<file path="src/logic/line_geom_pkg.sv">
/*
 cache line geometry and word-level types shared by the ICB to AXI bridge
 import into the module body, use scoped names in port lists
*/
package line_geom_pkg;

	localparam int LINE_WORDS = 8; // words per cache line (1, 2, 4, 8 or 16)

	// data and address vectors on the ICB side
	typedef logic [31:0] word_t; // one data word
	typedef logic [31:0] addr_t; // byte address
	typedef logic [3:0] wmask_t; // byte enables of one word

	// one-hot word position inside a line
	typedef logic [LINE_WORDS-1:0] word_sel_t;

	localparam int WDATA_DEPTH = 32; // write data FIFO, words
	localparam int ORDER_DEPTH = 4; // bursts in flight, order FIFO entries

endpackage

</file>
<file path="src/logic/axi_burst_pkg.sv">
/*
 AXI burst field encodings and response codes used by the bridge
 the burst length follows the cache line size of line_geom_pkg
*/
package axi_burst_pkg;

	typedef logic [1:0] resp_t; // xRESP
	typedef logic [1:0] burst_t; // AxBURST
	typedef logic [2:0] size_t; // AxSIZE
	typedef logic [7:0] len_t; // AxLEN

	// response codes, only OKAY counts as success
	localparam resp_t RESP_OKAY = 2'b00;

	localparam burst_t BURST_INCR = 2'b01; // incrementing burst
	localparam size_t SIZE_WORD = 3'b010; // 4 bytes per beat

	// beats per burst minus one
	localparam len_t BEAT_LEN = len_t'(line_geom_pkg::LINE_WORDS - 1);

endpackage

</file>
<file path="src/logic/sync_fifo.sv">
/*
 first-word-fall-through FIFO on a register array
 dout shows the head entry whenever empty_n is high, ren pops it
*/
module sync_fifo #(
	parameter int WIDTH = 8, // entry width
	parameter int DEPTH = 4 // number of entries
)(
	input logic aclk,
	input logic aresetn,

	input logic wen,
	input logic [WIDTH-1:0] din,
	output logic full_n,

	input logic ren,
	output logic [WIDTH-1:0] dout,
	output logic empty_n
);

	localparam int PTR_W = (DEPTH > 1) ? $clog2(DEPTH) : 1;
	localparam int CNT_W = $clog2(DEPTH + 1);

	logic [WIDTH-1:0] mem [DEPTH]; // storage, no reset
	logic [PTR_W-1:0] wr_ptr;
	logic [PTR_W-1:0] rd_ptr;
	logic [CNT_W-1:0] count; // entries held
	logic do_wr;
	logic do_rd;

	// wrap at DEPTH, also for depths that are not a power of two
	function automatic logic [PTR_W-1:0] next_ptr(input logic [PTR_W-1:0] ptr);
		if (ptr == PTR_W'(DEPTH - 1))
			return '0;
		return ptr + 1'b1;
	endfunction

	assign full_n = (count != CNT_W'(DEPTH));
	assign empty_n = (count != '0);
	assign do_wr = wen & full_n;
	assign do_rd = ren & empty_n;
	assign dout = mem[rd_ptr]; // fall-through head

	always_ff @(posedge aclk or negedge aresetn)
	begin
		if (!aresetn)
		begin
			wr_ptr <= '0;
			rd_ptr <= '0;
			count <= '0;
		end
		else
		begin
			if (do_wr)
				wr_ptr <= next_ptr(wr_ptr);
			if (do_rd)
				rd_ptr <= next_ptr(rd_ptr);
			if (do_wr && !do_rd)
				count <= count + 1'b1;
			else if (do_rd && !do_wr)
				count <= count - 1'b1;
		end
	end

	always_ff @(posedge aclk)
	begin
		if (do_wr)
			mem[wr_ptr] <= din;
	end

	// the user gates wen and ren with the flags
	a_no_overflow: assert property (@(posedge aclk) disable iff (!aresetn)
		wen |-> full_n)
		else $error("sync_fifo: write while full");
	a_no_underflow: assert property (@(posedge aclk) disable iff (!aresetn)
		ren |-> empty_n)
		else $error("sync_fifo: read while empty");

endmodule

</file>
<file path="src/logic/line_read_path.sv">
/*
 read side of the bridge, one AR per line fill
 checks each R beat for an error response or a misplaced rlast
*/
module line_read_path (
	input logic aclk,
	input logic aresetn,

	input logic rd_start, // first word of a read line accepted
	input line_geom_pkg::addr_t rd_addr,
	output logic rd_busy_ar,
	output logic rd_beat_err, // valid with m_axi_rvalid

	output line_geom_pkg::addr_t m_axi_araddr,
	output logic m_axi_arvalid,
	input logic m_axi_arready,

	input logic m_axi_rvalid,
	input logic m_axi_rready,
	input axi_burst_pkg::resp_t m_axi_rresp,
	input logic m_axi_rlast
);

	import line_geom_pkg::*;
	import axi_burst_pkg::*;

	logic ar_pend; // AR request waiting for arready
	addr_t ar_addr_q; // line address of the pending AR
	word_sel_t beat_pos; // one-hot position of the next R beat

	assign m_axi_arvalid = ar_pend;
	assign m_axi_araddr = ar_addr_q;
	assign rd_busy_ar = ar_pend;

	// bad response, or rlast not on the last beat (or missing there)
	assign rd_beat_err = (m_axi_rresp != RESP_OKAY) |
		(m_axi_rlast != beat_pos[LINE_WORDS-1]);

	always_ff @(posedge aclk or negedge aresetn)
	begin
		if (!aresetn)
			ar_pend <= 1'b0;
		else if (rd_start)
			ar_pend <= 1'b1; // arvalid rises next cycle
		else if (m_axi_arready)
			ar_pend <= 1'b0;
	end

	always_ff @(posedge aclk)
	begin
		if (rd_start)
			ar_addr_q <= rd_addr;
	end

	// rotate left by one per R beat
	always_ff @(posedge aclk or negedge aresetn)
	begin
		if (!aresetn)
			beat_pos <= word_sel_t'(1);
		else if (m_axi_rvalid && m_axi_rready)
			beat_pos <= (beat_pos << 1) | (beat_pos >> (LINE_WORDS - 1));
	end

	// command side must hold off the next fill until the AR is gone
	a_one_ar: assert property (@(posedge aclk) disable iff (!aresetn)
		rd_start |-> !ar_pend)
		else $error("line_read_path: rd_start while AR pending");

endmodule

</file>
<file path="src/logic/line_write_path.sv">
/*
 write side of the bridge, one AW plus a W burst per line writeback
 write words are queued in a FIFO so they can run ahead of the W channel
*/
module line_write_path (
	input logic aclk,
	input logic aresetn,

	input logic wr_start, // first word of a write line
	input logic wr_push, // any accepted write word
	input line_geom_pkg::addr_t wr_addr,
	input line_geom_pkg::word_t wr_data,
	input line_geom_pkg::wmask_t wr_mask,
	output logic wr_room,
	output logic b_ok,

	output line_geom_pkg::addr_t m_axi_awaddr,
	output logic m_axi_awvalid,
	input logic m_axi_awready,

	output line_geom_pkg::word_t m_axi_wdata,
	output line_geom_pkg::wmask_t m_axi_wstrb,
	output logic m_axi_wlast,
	output logic m_axi_wvalid,
	input logic m_axi_wready,

	input logic m_axi_bvalid,
	input logic m_axi_bready,
	input axi_burst_pkg::resp_t m_axi_bresp
);

	import line_geom_pkg::*;
	import axi_burst_pkg::*;

	localparam int PSTR_W = $clog2(WDATA_DEPTH + 1);
	localparam int BPEND_W = $clog2(ORDER_DEPTH + 1);

	logic aw_pend; // AW waiting for awready
	addr_t aw_addr_q;
	word_sel_t push_pos; // position of the next pushed word
	word_sel_t beat_pos; // position of the next W beat
	logic [PSTR_W-1:0] pstr_cnt; // words of announced lines not yet sent on W
	logic [BPEND_W-1:0] b_pend; // bursts whose B is still due
	logic fifo_full_n;
	logic [35:0] fifo_dout; // {data, strobe}
	logic w_fire;
	logic line_fits;

	assign m_axi_awvalid = aw_pend;
	assign m_axi_awaddr = aw_addr_q;

	assign m_axi_wdata = fifo_dout[35:4];
	assign m_axi_wstrb = fifo_dout[3:0];
	assign m_axi_wlast = beat_pos[LINE_WORDS-1]; // every LINE_WORDS-th beat
	assign w_fire = m_axi_wvalid & m_axi_wready;

	// a new line needs room for all of its words
	assign line_fits = (pstr_cnt <= PSTR_W'(WDATA_DEPTH - LINE_WORDS));
	assign wr_room = fifo_full_n & (~push_pos[0] | (~aw_pend & line_fits));

	assign b_ok = m_axi_bvalid & (m_axi_bresp == RESP_OKAY);

	always_ff @(posedge aclk or negedge aresetn)
	begin
		if (!aresetn)
			aw_pend <= 1'b0;
		else if (wr_start)
			aw_pend <= 1'b1;
		else if (m_axi_awready)
			aw_pend <= 1'b0;
	end

	always_ff @(posedge aclk)
	begin
		if (wr_start)
			aw_addr_q <= wr_addr;
	end

	always_ff @(posedge aclk or negedge aresetn)
	begin
		if (!aresetn)
		begin
			push_pos <= word_sel_t'(1);
			beat_pos <= word_sel_t'(1);
			pstr_cnt <= '0;
			b_pend <= '0;
		end
		else
		begin
			if (wr_push)
				push_pos <= (push_pos << 1) | (push_pos >> (LINE_WORDS - 1));
			if (w_fire)
				beat_pos <= (beat_pos << 1) | (beat_pos >> (LINE_WORDS - 1));
			// whole line reserved at start, released beat by beat
			pstr_cnt <= pstr_cnt + (wr_start ? PSTR_W'(LINE_WORDS) : '0) -
				(w_fire ? PSTR_W'(1) : '0);
			b_pend <= b_pend + (wr_start ? BPEND_W'(1) : '0) -
				((m_axi_bvalid && m_axi_bready) ? BPEND_W'(1) : '0);
		end
	end

	sync_fifo #(
		.WIDTH(36),
		.DEPTH(WDATA_DEPTH)
	) wdata_fifo (
		.aclk(aclk),
		.aresetn(aresetn),
		.wen(wr_push),
		.din({wr_data, wr_mask}),
		.full_n(fifo_full_n),
		.ren(w_fire),
		.dout(fifo_dout),
		.empty_n(m_axi_wvalid)
	);

	a_w_stable: assert property (@(posedge aclk) disable iff (!aresetn)
		m_axi_wvalid && !m_axi_wready |=> m_axi_wvalid)
		else $error("line_write_path: wvalid dropped before wready");
	a_b_expected: assert property (@(posedge aclk) disable iff (!aresetn)
		m_axi_bvalid && m_axi_bready |-> b_pend != '0)
		else $error("line_write_path: B taken with no write line open");

endmodule

</file>
<file path="src/logic/burst_order_ctrl.sv">
/*
 command acceptance and in-order response merge for the bridge
 the order FIFO keeps the kind of each line, read or write, oldest first
*/
module burst_order_ctrl (
	input logic aclk,
	input logic aresetn,

	input line_geom_pkg::addr_t icb_cmd_addr,
	input logic icb_cmd_read,
	input line_geom_pkg::word_t icb_cmd_wdata,
	input line_geom_pkg::wmask_t icb_cmd_wmask,
	input logic icb_cmd_valid,
	output logic icb_cmd_ready,

	output line_geom_pkg::word_t icb_rsp_rdata,
	output logic icb_rsp_err,
	output logic icb_rsp_valid,
	input logic icb_rsp_ready,

	output logic rd_start,
	output line_geom_pkg::addr_t rd_addr,
	input logic rd_busy_ar,
	input logic rd_beat_err,

	output logic wr_start,
	output logic wr_push,
	output line_geom_pkg::addr_t wr_addr,
	output line_geom_pkg::word_t wr_data,
	output line_geom_pkg::wmask_t wr_mask,
	input logic wr_room,
	input logic b_ok,

	input line_geom_pkg::word_t m_axi_rdata,
	input logic m_axi_rvalid,
	output logic m_axi_rready,

	input logic m_axi_bvalid,
	output logic m_axi_bready
);

	import line_geom_pkg::*;

	word_sel_t cmd_pos; // word position of the next command
	word_sel_t rsp_pos; // word position of the next response
	logic b_err_q; // B error kept for the rest of the line
	logic cmd_fire;
	logic rsp_fire;
	logic order_full_n;
	logic head_ok; // some burst in flight
	logic head_read; // oldest burst is a read
	logic order_pop;

	// first word opens a burst, it needs an order slot and a free path
	always_comb
	begin
		if (icb_cmd_read)
			icb_cmd_ready = ~cmd_pos[0] | (order_full_n & ~rd_busy_ar);
		else
			icb_cmd_ready = wr_room & (~cmd_pos[0] | order_full_n);
	end

	assign cmd_fire = icb_cmd_valid & icb_cmd_ready;

	assign rd_start = cmd_fire & icb_cmd_read & cmd_pos[0];
	assign rd_addr = icb_cmd_addr;
	assign wr_push = cmd_fire & ~icb_cmd_read;
	assign wr_start = wr_push & cmd_pos[0];
	assign wr_addr = icb_cmd_addr;
	assign wr_data = icb_cmd_wdata;
	assign wr_mask = icb_cmd_wmask;

	// read head passes R straight through, write head waits for B once
	assign icb_rsp_valid = head_ok &
		(head_read ? m_axi_rvalid : (~rsp_pos[0] | m_axi_bvalid));
	assign icb_rsp_rdata = head_read ? m_axi_rdata : '0;
	assign icb_rsp_err = head_read ? rd_beat_err : (rsp_pos[0] ? ~b_ok : b_err_q);

	assign m_axi_rready = head_ok & head_read & icb_rsp_ready;
	assign m_axi_bready = head_ok & ~head_read & rsp_pos[0] & icb_rsp_ready;

	assign rsp_fire = icb_rsp_valid & icb_rsp_ready;
	assign order_pop = rsp_fire & rsp_pos[LINE_WORDS-1]; // last word of the line

	always_ff @(posedge aclk or negedge aresetn)
	begin
		if (!aresetn)
		begin
			cmd_pos <= word_sel_t'(1);
			rsp_pos <= word_sel_t'(1);
		end
		else
		begin
			if (cmd_fire)
				cmd_pos <= (cmd_pos << 1) | (cmd_pos >> (LINE_WORDS - 1));
			if (rsp_fire)
				rsp_pos <= (rsp_pos << 1) | (rsp_pos >> (LINE_WORDS - 1));
		end
	end

	always_ff @(posedge aclk)
	begin
		if (m_axi_bvalid && m_axi_bready)
			b_err_q <= ~b_ok;
	end

	sync_fifo #(
		.WIDTH(1),
		.DEPTH(ORDER_DEPTH)
	) order_fifo (
		.aclk(aclk),
		.aresetn(aresetn),
		.wen(cmd_fire & cmd_pos[0]),
		.din(icb_cmd_read),
		.full_n(order_full_n),
		.ren(order_pop),
		.dout(head_read),
		.empty_n(head_ok)
	);

endmodule

</file>
<file path="src/logic/dcache_mem_icb_to_axi.sv">
/*
 data cache next-level memory bridge, ICB word commands to AXI line bursts
 each group of LINE_WORDS commands becomes one INCR burst of 4-byte beats
*/
module dcache_mem_icb_to_axi (
	input logic aclk,
	input logic aresetn,

	input line_geom_pkg::addr_t icb_cmd_addr,
	input logic icb_cmd_read,
	input line_geom_pkg::word_t icb_cmd_wdata,
	input line_geom_pkg::wmask_t icb_cmd_wmask,
	input logic icb_cmd_valid,
	output logic icb_cmd_ready,

	output line_geom_pkg::word_t icb_rsp_rdata,
	output logic icb_rsp_err,
	output logic icb_rsp_valid,
	input logic icb_rsp_ready,

	output line_geom_pkg::addr_t m_axi_araddr,
	output axi_burst_pkg::burst_t m_axi_arburst,
	output axi_burst_pkg::len_t m_axi_arlen,
	output axi_burst_pkg::size_t m_axi_arsize,
	output logic m_axi_arvalid,
	input logic m_axi_arready,

	input line_geom_pkg::word_t m_axi_rdata,
	input axi_burst_pkg::resp_t m_axi_rresp,
	input logic m_axi_rlast,
	input logic m_axi_rvalid,
	output logic m_axi_rready,

	output line_geom_pkg::addr_t m_axi_awaddr,
	output axi_burst_pkg::burst_t m_axi_awburst,
	output axi_burst_pkg::len_t m_axi_awlen,
	output axi_burst_pkg::size_t m_axi_awsize,
	output logic m_axi_awvalid,
	input logic m_axi_awready,

	output line_geom_pkg::word_t m_axi_wdata,
	output line_geom_pkg::wmask_t m_axi_wstrb,
	output logic m_axi_wlast,
	output logic m_axi_wvalid,
	input logic m_axi_wready,

	input axi_burst_pkg::resp_t m_axi_bresp,
	input logic m_axi_bvalid,
	output logic m_axi_bready
);

	import line_geom_pkg::*;
	import axi_burst_pkg::*;

	logic rd_start;
	addr_t rd_addr;
	logic rd_busy_ar;
	logic rd_beat_err;
	logic wr_start;
	logic wr_push;
	addr_t wr_addr;
	word_t wr_data;
	wmask_t wr_mask;
	logic wr_room;
	logic b_ok;

	// fixed burst shape, full lines only
	assign m_axi_arlen = BEAT_LEN;
	assign m_axi_arsize = SIZE_WORD;
	assign m_axi_arburst = BURST_INCR;
	assign m_axi_awlen = BEAT_LEN;
	assign m_axi_awsize = SIZE_WORD;
	assign m_axi_awburst = BURST_INCR;

	burst_order_ctrl u_order (
		.aclk(aclk), .aresetn(aresetn),
		.icb_cmd_addr(icb_cmd_addr), .icb_cmd_read(icb_cmd_read),
		.icb_cmd_wdata(icb_cmd_wdata), .icb_cmd_wmask(icb_cmd_wmask),
		.icb_cmd_valid(icb_cmd_valid), .icb_cmd_ready(icb_cmd_ready),
		.icb_rsp_rdata(icb_rsp_rdata), .icb_rsp_err(icb_rsp_err),
		.icb_rsp_valid(icb_rsp_valid), .icb_rsp_ready(icb_rsp_ready),
		.rd_start(rd_start), .rd_addr(rd_addr),
		.rd_busy_ar(rd_busy_ar), .rd_beat_err(rd_beat_err),
		.wr_start(wr_start), .wr_push(wr_push), .wr_addr(wr_addr),
		.wr_data(wr_data), .wr_mask(wr_mask), .wr_room(wr_room), .b_ok(b_ok),
		.m_axi_rdata(m_axi_rdata), .m_axi_rvalid(m_axi_rvalid),
		.m_axi_rready(m_axi_rready),
		.m_axi_bvalid(m_axi_bvalid), .m_axi_bready(m_axi_bready)
	);

	line_read_path u_read (
		.aclk(aclk), .aresetn(aresetn),
		.rd_start(rd_start), .rd_addr(rd_addr),
		.rd_busy_ar(rd_busy_ar), .rd_beat_err(rd_beat_err),
		.m_axi_araddr(m_axi_araddr), .m_axi_arvalid(m_axi_arvalid),
		.m_axi_arready(m_axi_arready),
		.m_axi_rvalid(m_axi_rvalid), .m_axi_rready(m_axi_rready),
		.m_axi_rresp(m_axi_rresp), .m_axi_rlast(m_axi_rlast)
	);

	line_write_path u_write (
		.aclk(aclk), .aresetn(aresetn),
		.wr_start(wr_start), .wr_push(wr_push), .wr_addr(wr_addr),
		.wr_data(wr_data), .wr_mask(wr_mask), .wr_room(wr_room), .b_ok(b_ok),
		.m_axi_awaddr(m_axi_awaddr), .m_axi_awvalid(m_axi_awvalid),
		.m_axi_awready(m_axi_awready),
		.m_axi_wdata(m_axi_wdata), .m_axi_wstrb(m_axi_wstrb),
		.m_axi_wlast(m_axi_wlast), .m_axi_wvalid(m_axi_wvalid),
		.m_axi_wready(m_axi_wready),
		.m_axi_bvalid(m_axi_bvalid), .m_axi_bready(m_axi_bready),
		.m_axi_bresp(m_axi_bresp)
	);

endmodule

</file>
<file path="config.mk">
export PLATFORM = sky130hd
export DESIGN_NAME = dcache_mem_icb_to_axi
export DESIGN_NICKNAME = d
export VERILOG_FILES = /design/src/logic/line_geom_pkg.sv /design/src/logic/axi_burst_pkg.sv /design/src/logic/sync_fifo.sv /design/src/logic/line_read_path.sv /design/src/logic/line_write_path.sv /design/src/logic/burst_order_ctrl.sv /design/src/logic/dcache_mem_icb_to_axi.sv
export SDC_FILE = /design/constraint.sdc
export NUM_CORES = 1
export LEC_CHECK = 0
export BUFFER_PORTS_ARGS = -buffer_cell sky130_fd_sc_hd__buf_2
export CAP_MARGIN = 20
export CORE_UTILIZATION = 50
export CTS_CLUSTER_DIAMETER = 100
export CTS_CLUSTER_SIZE = 25
export DETAILED_ROUTE_END_ITERATION = 7
export PLACE_DENSITY = 0.67
export SETUP_SLACK_MARGIN = 0.02
export SLEW_MARGIN = 20
export SYNTH_ARGS = -nofsm -noshare
export SYNTH_HDL_FRONTEND = slang
export SYNTH_SLANG_ARGS = --single-unit
</file>
<file path="constraint.sdc">
create_clock -name aclk -period 8.7 [get_ports aclk]
set_input_delay 0.435 -clock aclk [delete_from_list [all_inputs] [get_ports aclk]]
set_output_delay 0.435 -clock aclk [all_outputs]
set_load 0.01 [all_outputs]
</file>
# Yosys cells after proc, flatten, opt, wreduce, memory -nomap -nowiden
# Memories as Yosys holds them, arrays and structs flattened.
# Index checks and enable logic that the tools add are counted.
# Widths: inputs -> output; s select.
dict set report op_classes {
  addsub 10
  order_cmp 1
  n_eq_ne 7
  muxes 35
  n_bitwise 42
  n_reduce_logical 18
}
# operator count
set op_table {}
lappend op_table {{$or 8x1->8} 5}
lappend op_table {{$mux 32} 1}
lappend op_table {{$and 1x1->1} 24}
lappend op_table {{$mux 1} 21}
lappend op_table {{$mux 5} 4}
lappend op_table {{$mux 6} 2}
lappend op_table {{$add 5x1->5 const B} 2}
lappend op_table {{$eq 5x5->1 const B} 2}
lappend op_table {{$reduce_bool 2->1} 5}
lappend op_table {{$mux 2} 4}
lappend op_table {{$not 1->1} 8}
lappend op_table {{$add 6x1->6 const B} 1}
lappend op_table {{$add 6x6->6} 1}
lappend op_table {{$le 6x5->1 const B} 1}
lappend op_table {{$logic_and 1x1->1} 6}
lappend op_table {{$mux 3} 2}
lappend op_table {{$ne 6x6->1 const B} 1}
lappend op_table {{$reduce_bool 6->1} 1}
lappend op_table {{$sub 6x1->6 const B} 1}
lappend op_table {{$sub 6x6->6} 1}
lappend op_table {{$or 1x1->1} 5}
lappend op_table {{$add 2x1->2 const B} 2}
lappend op_table {{$eq 2x2->1 const B} 2}
lappend op_table {{$logic_not 1->1} 4}
lappend op_table {{other kinds (7)} 7}
dict set report totals {
  ff_bits 136
  ram_bits 1156
  inputBits 115
  memories 2
}
# memory words width rd rd_ports_with_merged_regs write_ports line_no
set memory_table {}
lappend memory_table {u_write.wdata_fifo.mem 32 36 1 0 1 sync_fifo.sv:24} ;# logic [WIDTH-1:0] mem [DEPTH];
lappend memory_table {u_order.order_fifo.mem 4 1 1 0 1 sync_fifo.sv:24}

# Depth between registers and ports, before layout
# Gate-level depths: netlist of run 1.
dict set report depth {
  ltp_word 13
  depth_mapped 14
}

# By module
# A second synthesis of run 1 with hierarchy kept.
dict set report unflattened {
  cells_unflattened 2463
  area_unflattened_um2 50422.1
}
# module n_inst cells_each area_each_um2 seq_area_each_um2
set by_module_without_submodules {}
lappend by_module_without_submodules {{sync_fifo at u_write.wdata_fifo} 1 2033 44576.5 34993.6}
lappend by_module_without_submodules {line_write_path 1 111 1991.9 1539.0}
lappend by_module_without_submodules {burst_order_ctrl 1 194 1741.7 432.9}
lappend by_module_without_submodules {line_read_path 1 55 1317.5 1187.4}
lappend by_module_without_submodules {{sync_fifo at u_order.order_fifo} 1 42 591.8 295.3}
lappend by_module_without_submodules {dcache_mem_icb_to_axi 1 28 202.7 0.0}

# Worst setup path before layout of run 1
# No wires, ideal clock.
dict set report synth_timing {
  kind {reg-to-reg}
  from {register u_write.pstr_cnt[1]}
  to {memory u_write.wdata_fifo.mem[15][0] (enable)}
  setup_time_ps 474
  arrival_ps 3936
  required_ps 8226
  path_slack_ps 4290
  stages_incl_launch_ff 5
  n_path_buf 0
  cell_sequence {dfrtp_1 or3_1 o211ai_1 nand4_1 nor3_1}
}
dict set report synth_via {
  elab_chain_len 11
}
# item line_no
set synth_lines {}
lappend synth_lines {{from (decl)} line_write_path.sv:42} ;# logic [PSTR_W-1:0] pstr_cnt;
lappend synth_lines {{from (signal assigned)} line_write_path.sv:95} ;# pstr_cnt <= pstr_cnt + (wr_start ? PSTR_W'(LINE_WORDS) : '0) -
lappend synth_lines {{$le 6x5->1} line_write_path.sv:58} ;# assign line_fits = (pstr_cnt <= PSTR_W'(WDATA_DEPTH - LINE_WORDS));
lappend synth_lines {{$and 1x1->1} line_write_path.sv:59} ;# assign wr_room = fifo_full_n & (~push_pos[0] | (~aw_pend & line_fits));
lappend synth_lines {{$or 1x1->1} line_write_path.sv:59}
lappend synth_lines {{$and 1x1->1} line_write_path.sv:59}
lappend synth_lines {{$and 1x1->1} burst_order_ctrl.sv:60} ;# icb_cmd_ready = wr_room & (~cmd_pos[0] | order_full_n);
lappend synth_lines {{$mux 1} burst_order_ctrl.sv:57} ;# if (icb_cmd_read)
lappend synth_lines {{$and 1x1->1} burst_order_ctrl.sv:63} ;# assign cmd_fire = icb_cmd_valid & icb_cmd_ready;
lappend synth_lines {{$and 1x1->1} burst_order_ctrl.sv:67} ;# assign wr_push = cmd_fire & ~icb_cmd_read;
lappend synth_lines {{$and 1x1->1} sync_fifo.sv:40} ;# assign do_wr = wen & full_n;
lappend synth_lines {{$mux 1} sync_fifo.sv:67} ;# if (do_wr)
lappend synth_lines {{$mux 1 (not written as such)} sync_fifo.sv:68} ;# mem[wr_ptr] <= din;
lappend synth_lines {{to (decl)} sync_fifo.sv:24}
# No other way between the ends.

# Final worst setup path of run 1
dict set report layout_timing {
  from {register u_write.wdata_fifo.rd_ptr[0]}
  to {output port m_axi_wdata[14]}
}
dict set report layout_via {
  elab_chain_len 1
}
# item line_no
set layout_lines {}
lappend layout_lines {{from (decl)} sync_fifo.sv:26} ;# logic [PTR_W-1:0] rd_ptr;
lappend layout_lines {{from (signal assigned)} sync_fifo.sv:57} ;# rd_ptr <= next_ptr(rd_ptr);
lappend layout_lines {{$mem_v2 32x36} -}
lappend layout_lines {{to (decl)} dcache_mem_icb_to_axi.sv:41} ;# output line_geom_pkg::word_t m_axi_wdata,
# No other way between the ends.

==> out/metrics.csv, run 1 <==
metric,value,unit
Sequential Power Share,51.1,%
clock share of power,21.8,%
asr flop ratio synth,5.50,%
DR DRC count,0,
largest net degree at the start of global routing,151,
Slew @ Worst Pin,1.01,ns
fin util,55.1,%
clk_skew,0.0432,ns
CTS sink count,1292,
share of layout cells above drive strength 1,27.5,%
final hold slack,0.0560,ns
first-pass GRT wire length,171000,µm
largest family of logic cells by synthesized area,multiplexers,
kind of critical path,reg -> out,
Final #Nets,2998,
compound-gate portion of the synthesized area,4.44,%
required time of the critical path,8.27,ns
DR vias/cell,6.09,
chip width,319,µm
Detail Placement HPWL,61500,µm
"Setup Fix Bufs, Post-CTS",0,
TritonCTS clock tree,yes,
Vias,25400,
grt ovf,0,
combinational power share,27.0,%
"Distinct cells, synth",60,
ys flop type,edfxtp_1,
DR pass1 iterations,7,
full die area,102000,µm²
initial antenna violation count,9,
Slew HR,32.8,%
type of the tightest min-delay check,in -> reg,
CTS root buffer,clkbuf_16,
Routed WL,117000,µm
LEAKAGE,0.0181,µW
ANT nets after route,0,
mux cell area share after synthesis,12.5,%
TNS Setup,0,ns
port bufs,255,
Synth area leader,edfxtp_1,
crit path time final,4.90,ns
critical path data arrival time,4.46,ns
switching share of power,30.1,%
adder-cell share of the synthesized area,0.740,%
GRT Total Usage,22.9,%
power density over the cells,256,nW/µm²
Crit. End Element,primary output,
flop and latch count out of synthesis,1292,
synthesized area per cell,19.4,µm²
post-synthesis simple-gate area fraction,3.96,%
FILL cells,7528,
P_sw,4240,µW
DR iter-0 viols,2773,
core area,100000,µm²
synthesized area,50400,µm²
most frequent cell after synthesis,edfxtp_1,
Num CTS Buffers,58,
Yosys warnings,0,
post_cts resized,0,
Chip Height,319,µm
period utilisation layout,56.3,%
RSZ-0062 raised after global routing,no,
clock-pin slew on the worst setup and hold paths,0.10,ns
clk_lat worst skew,0.71,ns
area share of the largest cell type after synthesis,72.8,%
Post-synth top cells,"edfxtp_1, mux2_2, mux4_2",
# rows,116,
Max clock buf depth,3,
starting density of the core,50.4,%
"Seq/Total Area, Yosys",76.3,%
Cells after Synth,2593,
final count of pins violating max slew,0,
Placer Congestion,0.806,
worst IR drop on VDD,0.237,mV
CP Max Fanout,55,
status,"complete, no violations",
CTS H-Tree Depth,2,
WL per Instance,28.1,µm
num ports,282,
top post-synthesis cells by area,"edfxtp_1, mux4_2, mux2_2",
Internal Pwr Total,9870,µW
P&R area growth vs syn,9.31,%
Fmax,204,MHz
Post-Synth XOR/XNOR Area,0.209,%
vias in the first global route,25900,
number of flops mapped to enable cells by yosys,1221,
Final Hold Violating Endpoints,0,
Setup-failing EPs final,0,
max-cap violations,0,
Worst setup SP type,flip-flop,
[registers in the layout, indices dropped and copies added, names as in the netlist, 4 cells and up]
name                       count
u_order.rsp_pos                8
u_read.m_axi_araddr           32
u_write.wdata_fifo.wr_ptr      5
u_read.beat_pos                8
u_write.beat_pos               8
u_order.cmd_pos                8
u_write.wdata_fifo.rd_ptr      5
u_write.wdata_fifo.count       6
u_write.pstr_cnt               6
u_order.order_fifo.mem         4
u_write.m_axi_awaddr          32
u_write.wdata_fifo.mem      1152
u_write.push_pos               8
[final timing paths]
check | from | to | slack [ns] | cells past startpoint
setup / recovery | u_write.wdata_fifo.rd_ptr[0] | m_axi_wdata[14] | 3.80 | 6
hold / removal | icb_cmd_read | u_order.order_fifo.mem[3] | 0.06 | 1
setup reg to reg | u_write.pstr_cnt[1] | u_write.wdata_fifo.mem[11][0] | 4.91 | 5
hold reg to reg | u_write.push_pos[2] | u_write.push_pos[2] | 0.49 | 1
max in group asynchronous | aresetn | u_write.wdata_fifo.rd_ptr[1] | 7.54 | 3
min in group asynchronous | aresetn | u_order.order_fifo.rd_ptr[0] | 0.50 | 3
[through the flow]
stage / total power (µW) / instance area (µm²) / setup slack (ns) / instances
floorplan: 9900 / 50500 / 4.29 / 2617
global placement: 11100 / 53100 / 4.55 / 4056
detailed placement: 11200 / 53100 / 4.50 / 4056
CTS: 14200 / 55100 / 3.73 / 4168
global route: 14700 / 55100 / 3.58 / 4172
finish: 14100 / 55100 / 3.80 / 4173
[placed cells by master, fill, tap and decap left out, types with 4 or more instances in the layout]
cell type      synthesis  layout
mux2_1                51      51
buf_4                 29      49
and3_1                34       7
inv_1                 25      24
mux2_2               214     214
nor4_1                 4       4
clkbuf_16              0      60
xnor2_1                6       6
or3_1                  4       4
o22ai_1               73      73
nand3_1                5       5
nor3_1                78      77
buf_2                 21     255
dfrtp_1               66      64
nand2_1               13      12
nand2b_1               6       4
dfstp_2                5       5
and2_1                39      39
a21o_1                 6       6
nor2_1                15      13
nor2b_4                0       6
dlygate4sd3_1          0      37
mux2i_1                4       4
xor2_1                 6       6
and3_2                 0      27
ha_1                  25      25
nor2b_1               79      73
a211oi_1              73      73
or4_1                 37      37
mux4_2               145     145
o21ai_0               83      83
clkbuf_1              94      10
a22o_1                72      72
edfxtp_1            1221    1221
conb_1                 2      26
a21oi_1                6       6
diode_2                0       5
[cell type report]
cell class,count,area (µm²),share of cell area (%)
timing repair buffer,344,2070,3.77
antenna,5,12.5,0.0227
inverter,25,93.8,0.170
multi-input combinational,1134,11200,20.4
sequential,1292,38500,69.8
clock inverter,5,61.3,0.111
tap,1298,1620,2.95
clock buffer,70,1540,2.79
[per-layer routing]
metal  vias to the layer above  track usage (%)  wire (µm)
met3                       179             2.84       6920
met5                         -                0         12
met4                         2             6.47       2980
met2                       900             39.7      60700
met1                     13400             30.4      46600
li1                      10900                -          -
[timing repair]
item	4_1_cts	5_1_grt
hold buffers	37	0
hold endpoints to repair	133	0
setup endpoints to repair	0	0
[critical path, cell delays in order, from the launching register on]
cell,delay [ns]
dfrtp_4,0.96
buf_4,0.45
buf_4,0.69
mux4_2,0.60
a22o_1,0.26
or4_1,0.56
buf_2,0.17
[power by group through the flow]
stage	clock network [µW]	logic (µW)	registers, µW
finish	3080	3820	7220
global route	3350	4100	7240
detailed placement	0	3850	7350
CTS	3160	3870	7210
floorplan	0	2690	7210
global placement	0	3790	7340
[logic make-up (layout without fill, tap and decap cells)]
group | count (synthesis) | count (layout)
xor gates and xnor gates | 12 | 12
DFF | 1292 | 1292
buffers and inverters | 191 | 444
AOI/OAI and AO/OA | 324 | 324
and+or+nand+nor | 330 | 330
adders and majority gates | 28 | 28
muxes | 414 | 414
other | 2 | 31
No activity file was read; power rests on OpenSTA's default activity.
==> inputs of run 2 (changes only) <==
- clock period: 8.7 -> 5.02 ns (I/O delays scaled with it)
==> run 2 against run 1 <==
  * Clock skew is 0.019 ns lower
  * Sequential share of layout area fell by 0.21 points
  * Critical path depth rose by 2
  * Critical path type unchanged
  * Highest routed layer unchanged
==> out/metrics.csv, run 2 (same netlist as run 1, synthesis figures left out) <==
metric,value,unit,change
Final #Nets,3011,,+0.43%
P&R area growth vs syn,9.64,%,
worst IR drop on VDD,0.356,mV,+50%
clk_lat worst skew,0.69,ns,-0.02 ns
period utilisation layout,83.9,%,
metal2 WL,59600,µm,-1.7%
post_cts resized,0,,unchanged
Critical Path Most Common Cell,buf_12,,
critical path data arrival time,3.96,ns,-0.50 ns
Slew @ Worst Pin,1.12,ns,+0.117 ns
Placer Congestion,0.857,,+6.3%
ANT nets after route,0,,unchanged
Fmax,237,MHz,
total power,24900,µW,+76%
status,"complete, no violations",,
Detail Placement HPWL,69100,µm,+12%
LEAKAGE,0.0181,µW,+0.11%
CP max-delay cell,dfrtp_4,,
WL per Instance,28.6,µm,+1.9%
clock-pin slew on the worst setup and hold paths,0.10,ns,about the same
Routed WL,120000,µm,+2.1%
Slew HR,25.0,%,-7.8 points
required time of the critical path,4.77,ns,-3.50 ns
power density over the cells,450,nW/µm²,+76%
Worst setup SP type,flip-flop,,
crit path time final,4.21,ns,
GRT Total Usage,23.3,%,+0.44 points
share of layout cells above drive strength 1,27.7,%,+0.18 points
final count of pins violating max slew,0,,unchanged
TNS Setup,0,ns,unchanged
# rows,116,,unchanged
CP max stage delay,1.06,ns,+0.10 ns
Biggest register,u_write.wdata_fifo.mem,,
Num CTS Buffers,57,,-1.7%
CTS H-Tree Depth,2,,unchanged
DR vias/cell,6.10,,+0.18%
Setup-failing EPs final,0,,unchanged
Met1 Routed Length,47800,µm,+2.7%
type of the tightest min-delay check,in -> reg,,
RSZ-0062 raised after global routing,no,,
DR iter-0 viols,2556,,-7.8%
clk_skew,0.0240,ns,-0.0192 ns
Vias,25500,,+0.37%
grt ovf,0,,unchanged
largest net degree at the start of global routing,100,,-34%
Final Hold Violating Endpoints,0,,unchanged
chip width,319,µm,unchanged
kind of critical path,reg -> out,,
max-cap violations,0,,unchanged
CP Max Fanout,46,,-16%
Max clock buf depth,3,,unchanged
DR DRC count,0,,unchanged
starting density of the core,50.4,%,unchanged
hold path depth,3,,+2
WL met3,9410,µm,+36%
max reg flops,1152,,unchanged
"most common cell after layout, fill and taps aside",edfxtp_1,,
CTS root buffer,clkbuf_16,,
CTS sink count,1292,,unchanged
TritonCTS clock tree,yes,,
port bufs,255,,unchanged
first-pass GRT wire length,174000,µm,+1.9%
top sig layer,met5,,
r2r worst-path depth,9,,+4
Crit. End Element,primary output,,
core area,100000,µm²,unchanged
vias in the first global route,26100,,+0.69%
DR pass1 iterations,7,,unchanged
num ports,282,,unchanged
Chip Height,319,µm,unchanged
"commonest cells after routing, fill and taps aside","edfxtp_1, buf_2, mux2_2",,
initial antenna violation count,7,,-2
full die area,102000,µm²,unchanged
"Critical Path, Cell by Cell","buf_12, buf_12, buf_4, mux2_2, o21ai_0, nor3_1, or4_1, buf_2",,
[run 2: changes by cell type in the layout (fill, tap and decap cells not counted), sizes merged]
cell,change
clkbuf,-2
dlygate4sd3,+2
diode,-2
buf,+12
inv,-2
[run 2: critical path: cells and delay by family, from the launching register on]
kind / cells / cell delay [ns]
flops: 1 / 1.06
buf+inv: 4 / 1.01
simple gates: 2 / 0.60
mux: 1 / 0.37
compound gates: 1 / 0.17
[run 2: final timing paths]
kind / from / end / slack [ns]
setup reg to reg: u_write.wdata_fifo.count[0] / u_write.wdata_fifo.count[5] / 1.41
hold reg to reg: u_write.push_pos[2] / u_write.push_pos[2] / 0.50
setup / recovery: u_write.wdata_fifo.rd_ptr[0] / m_axi_wdata[31] / 0.81
min in group asynchronous: aresetn / u_write.pstr_cnt[5] / 0.31
max in group asynchronous: aresetn / u_write.wdata_fifo.rd_ptr[1] / 4.04
hold / removal: m_axi_rvalid / u_order.rsp_pos[0] / 0.03
[run 2: where the power goes]
part | switching [µW] | total [µW] | internal [µW]
registers | 375 | 12500 | 12200
clock network | 3130 | 5220 | 2090
logic | 4180 | 7110 | 2930
[run 2: repair_timing]
item / CTS / global route
hold buffers: 39 / 0
hold endpoints to repair: 139 / 0
setup buffers: 0 / 0
[run 2: per-layer routing]
| layer | GRT usage [%] | up-vias |
|---|---|---|
| li1 | - | 10900 |
| met1 | 31.7 | 13500 |
| met2 | 38.9 | 977 |
| met3 | 4.54 | 128 |
| met4 | 5.67 | 2 |
| met5 | 0 | - |
[run 2: through the flow]
| stage | util (%) | setup WS [ns] | cells | area (µm²) | hold slack (ns) |
|---|---|---|---|---|---|
| after global placement | 53.3 | 1.43 | 4067 | 53300 | 0.433 |
| after detailed placement | 53.3 | 1.42 | 4068 | 53300 | 0.443 |
| after global routing | 55.2 | 0.588 | 4181 | 55200 | 0.0275 |
| after CTS | 55.2 | 0.749 | 4178 | 55200 | 0.00208 |
| final | 55.2 | 0.807 | 4181 | 55200 | 0.0296 |
| after floorplan | - | 0.610 | 2617 | 50500 | -0.0446 |
[run 2: layout make-up]
cell class / instances / area, µm²
Timing Repair Buffer: 358 / 2290
Fill cell: 7481 / 44800
Tap cell: 1298 / 1620
Antenna cell: 3 / 7.51
Clock buffer: 68 / 1480
Sequential cell: 1292 / 38500
Clock inverter: 3 / 26.3
Multi-Input combinational cell: 1134 / 11300
Inverter: 25 / 93.8
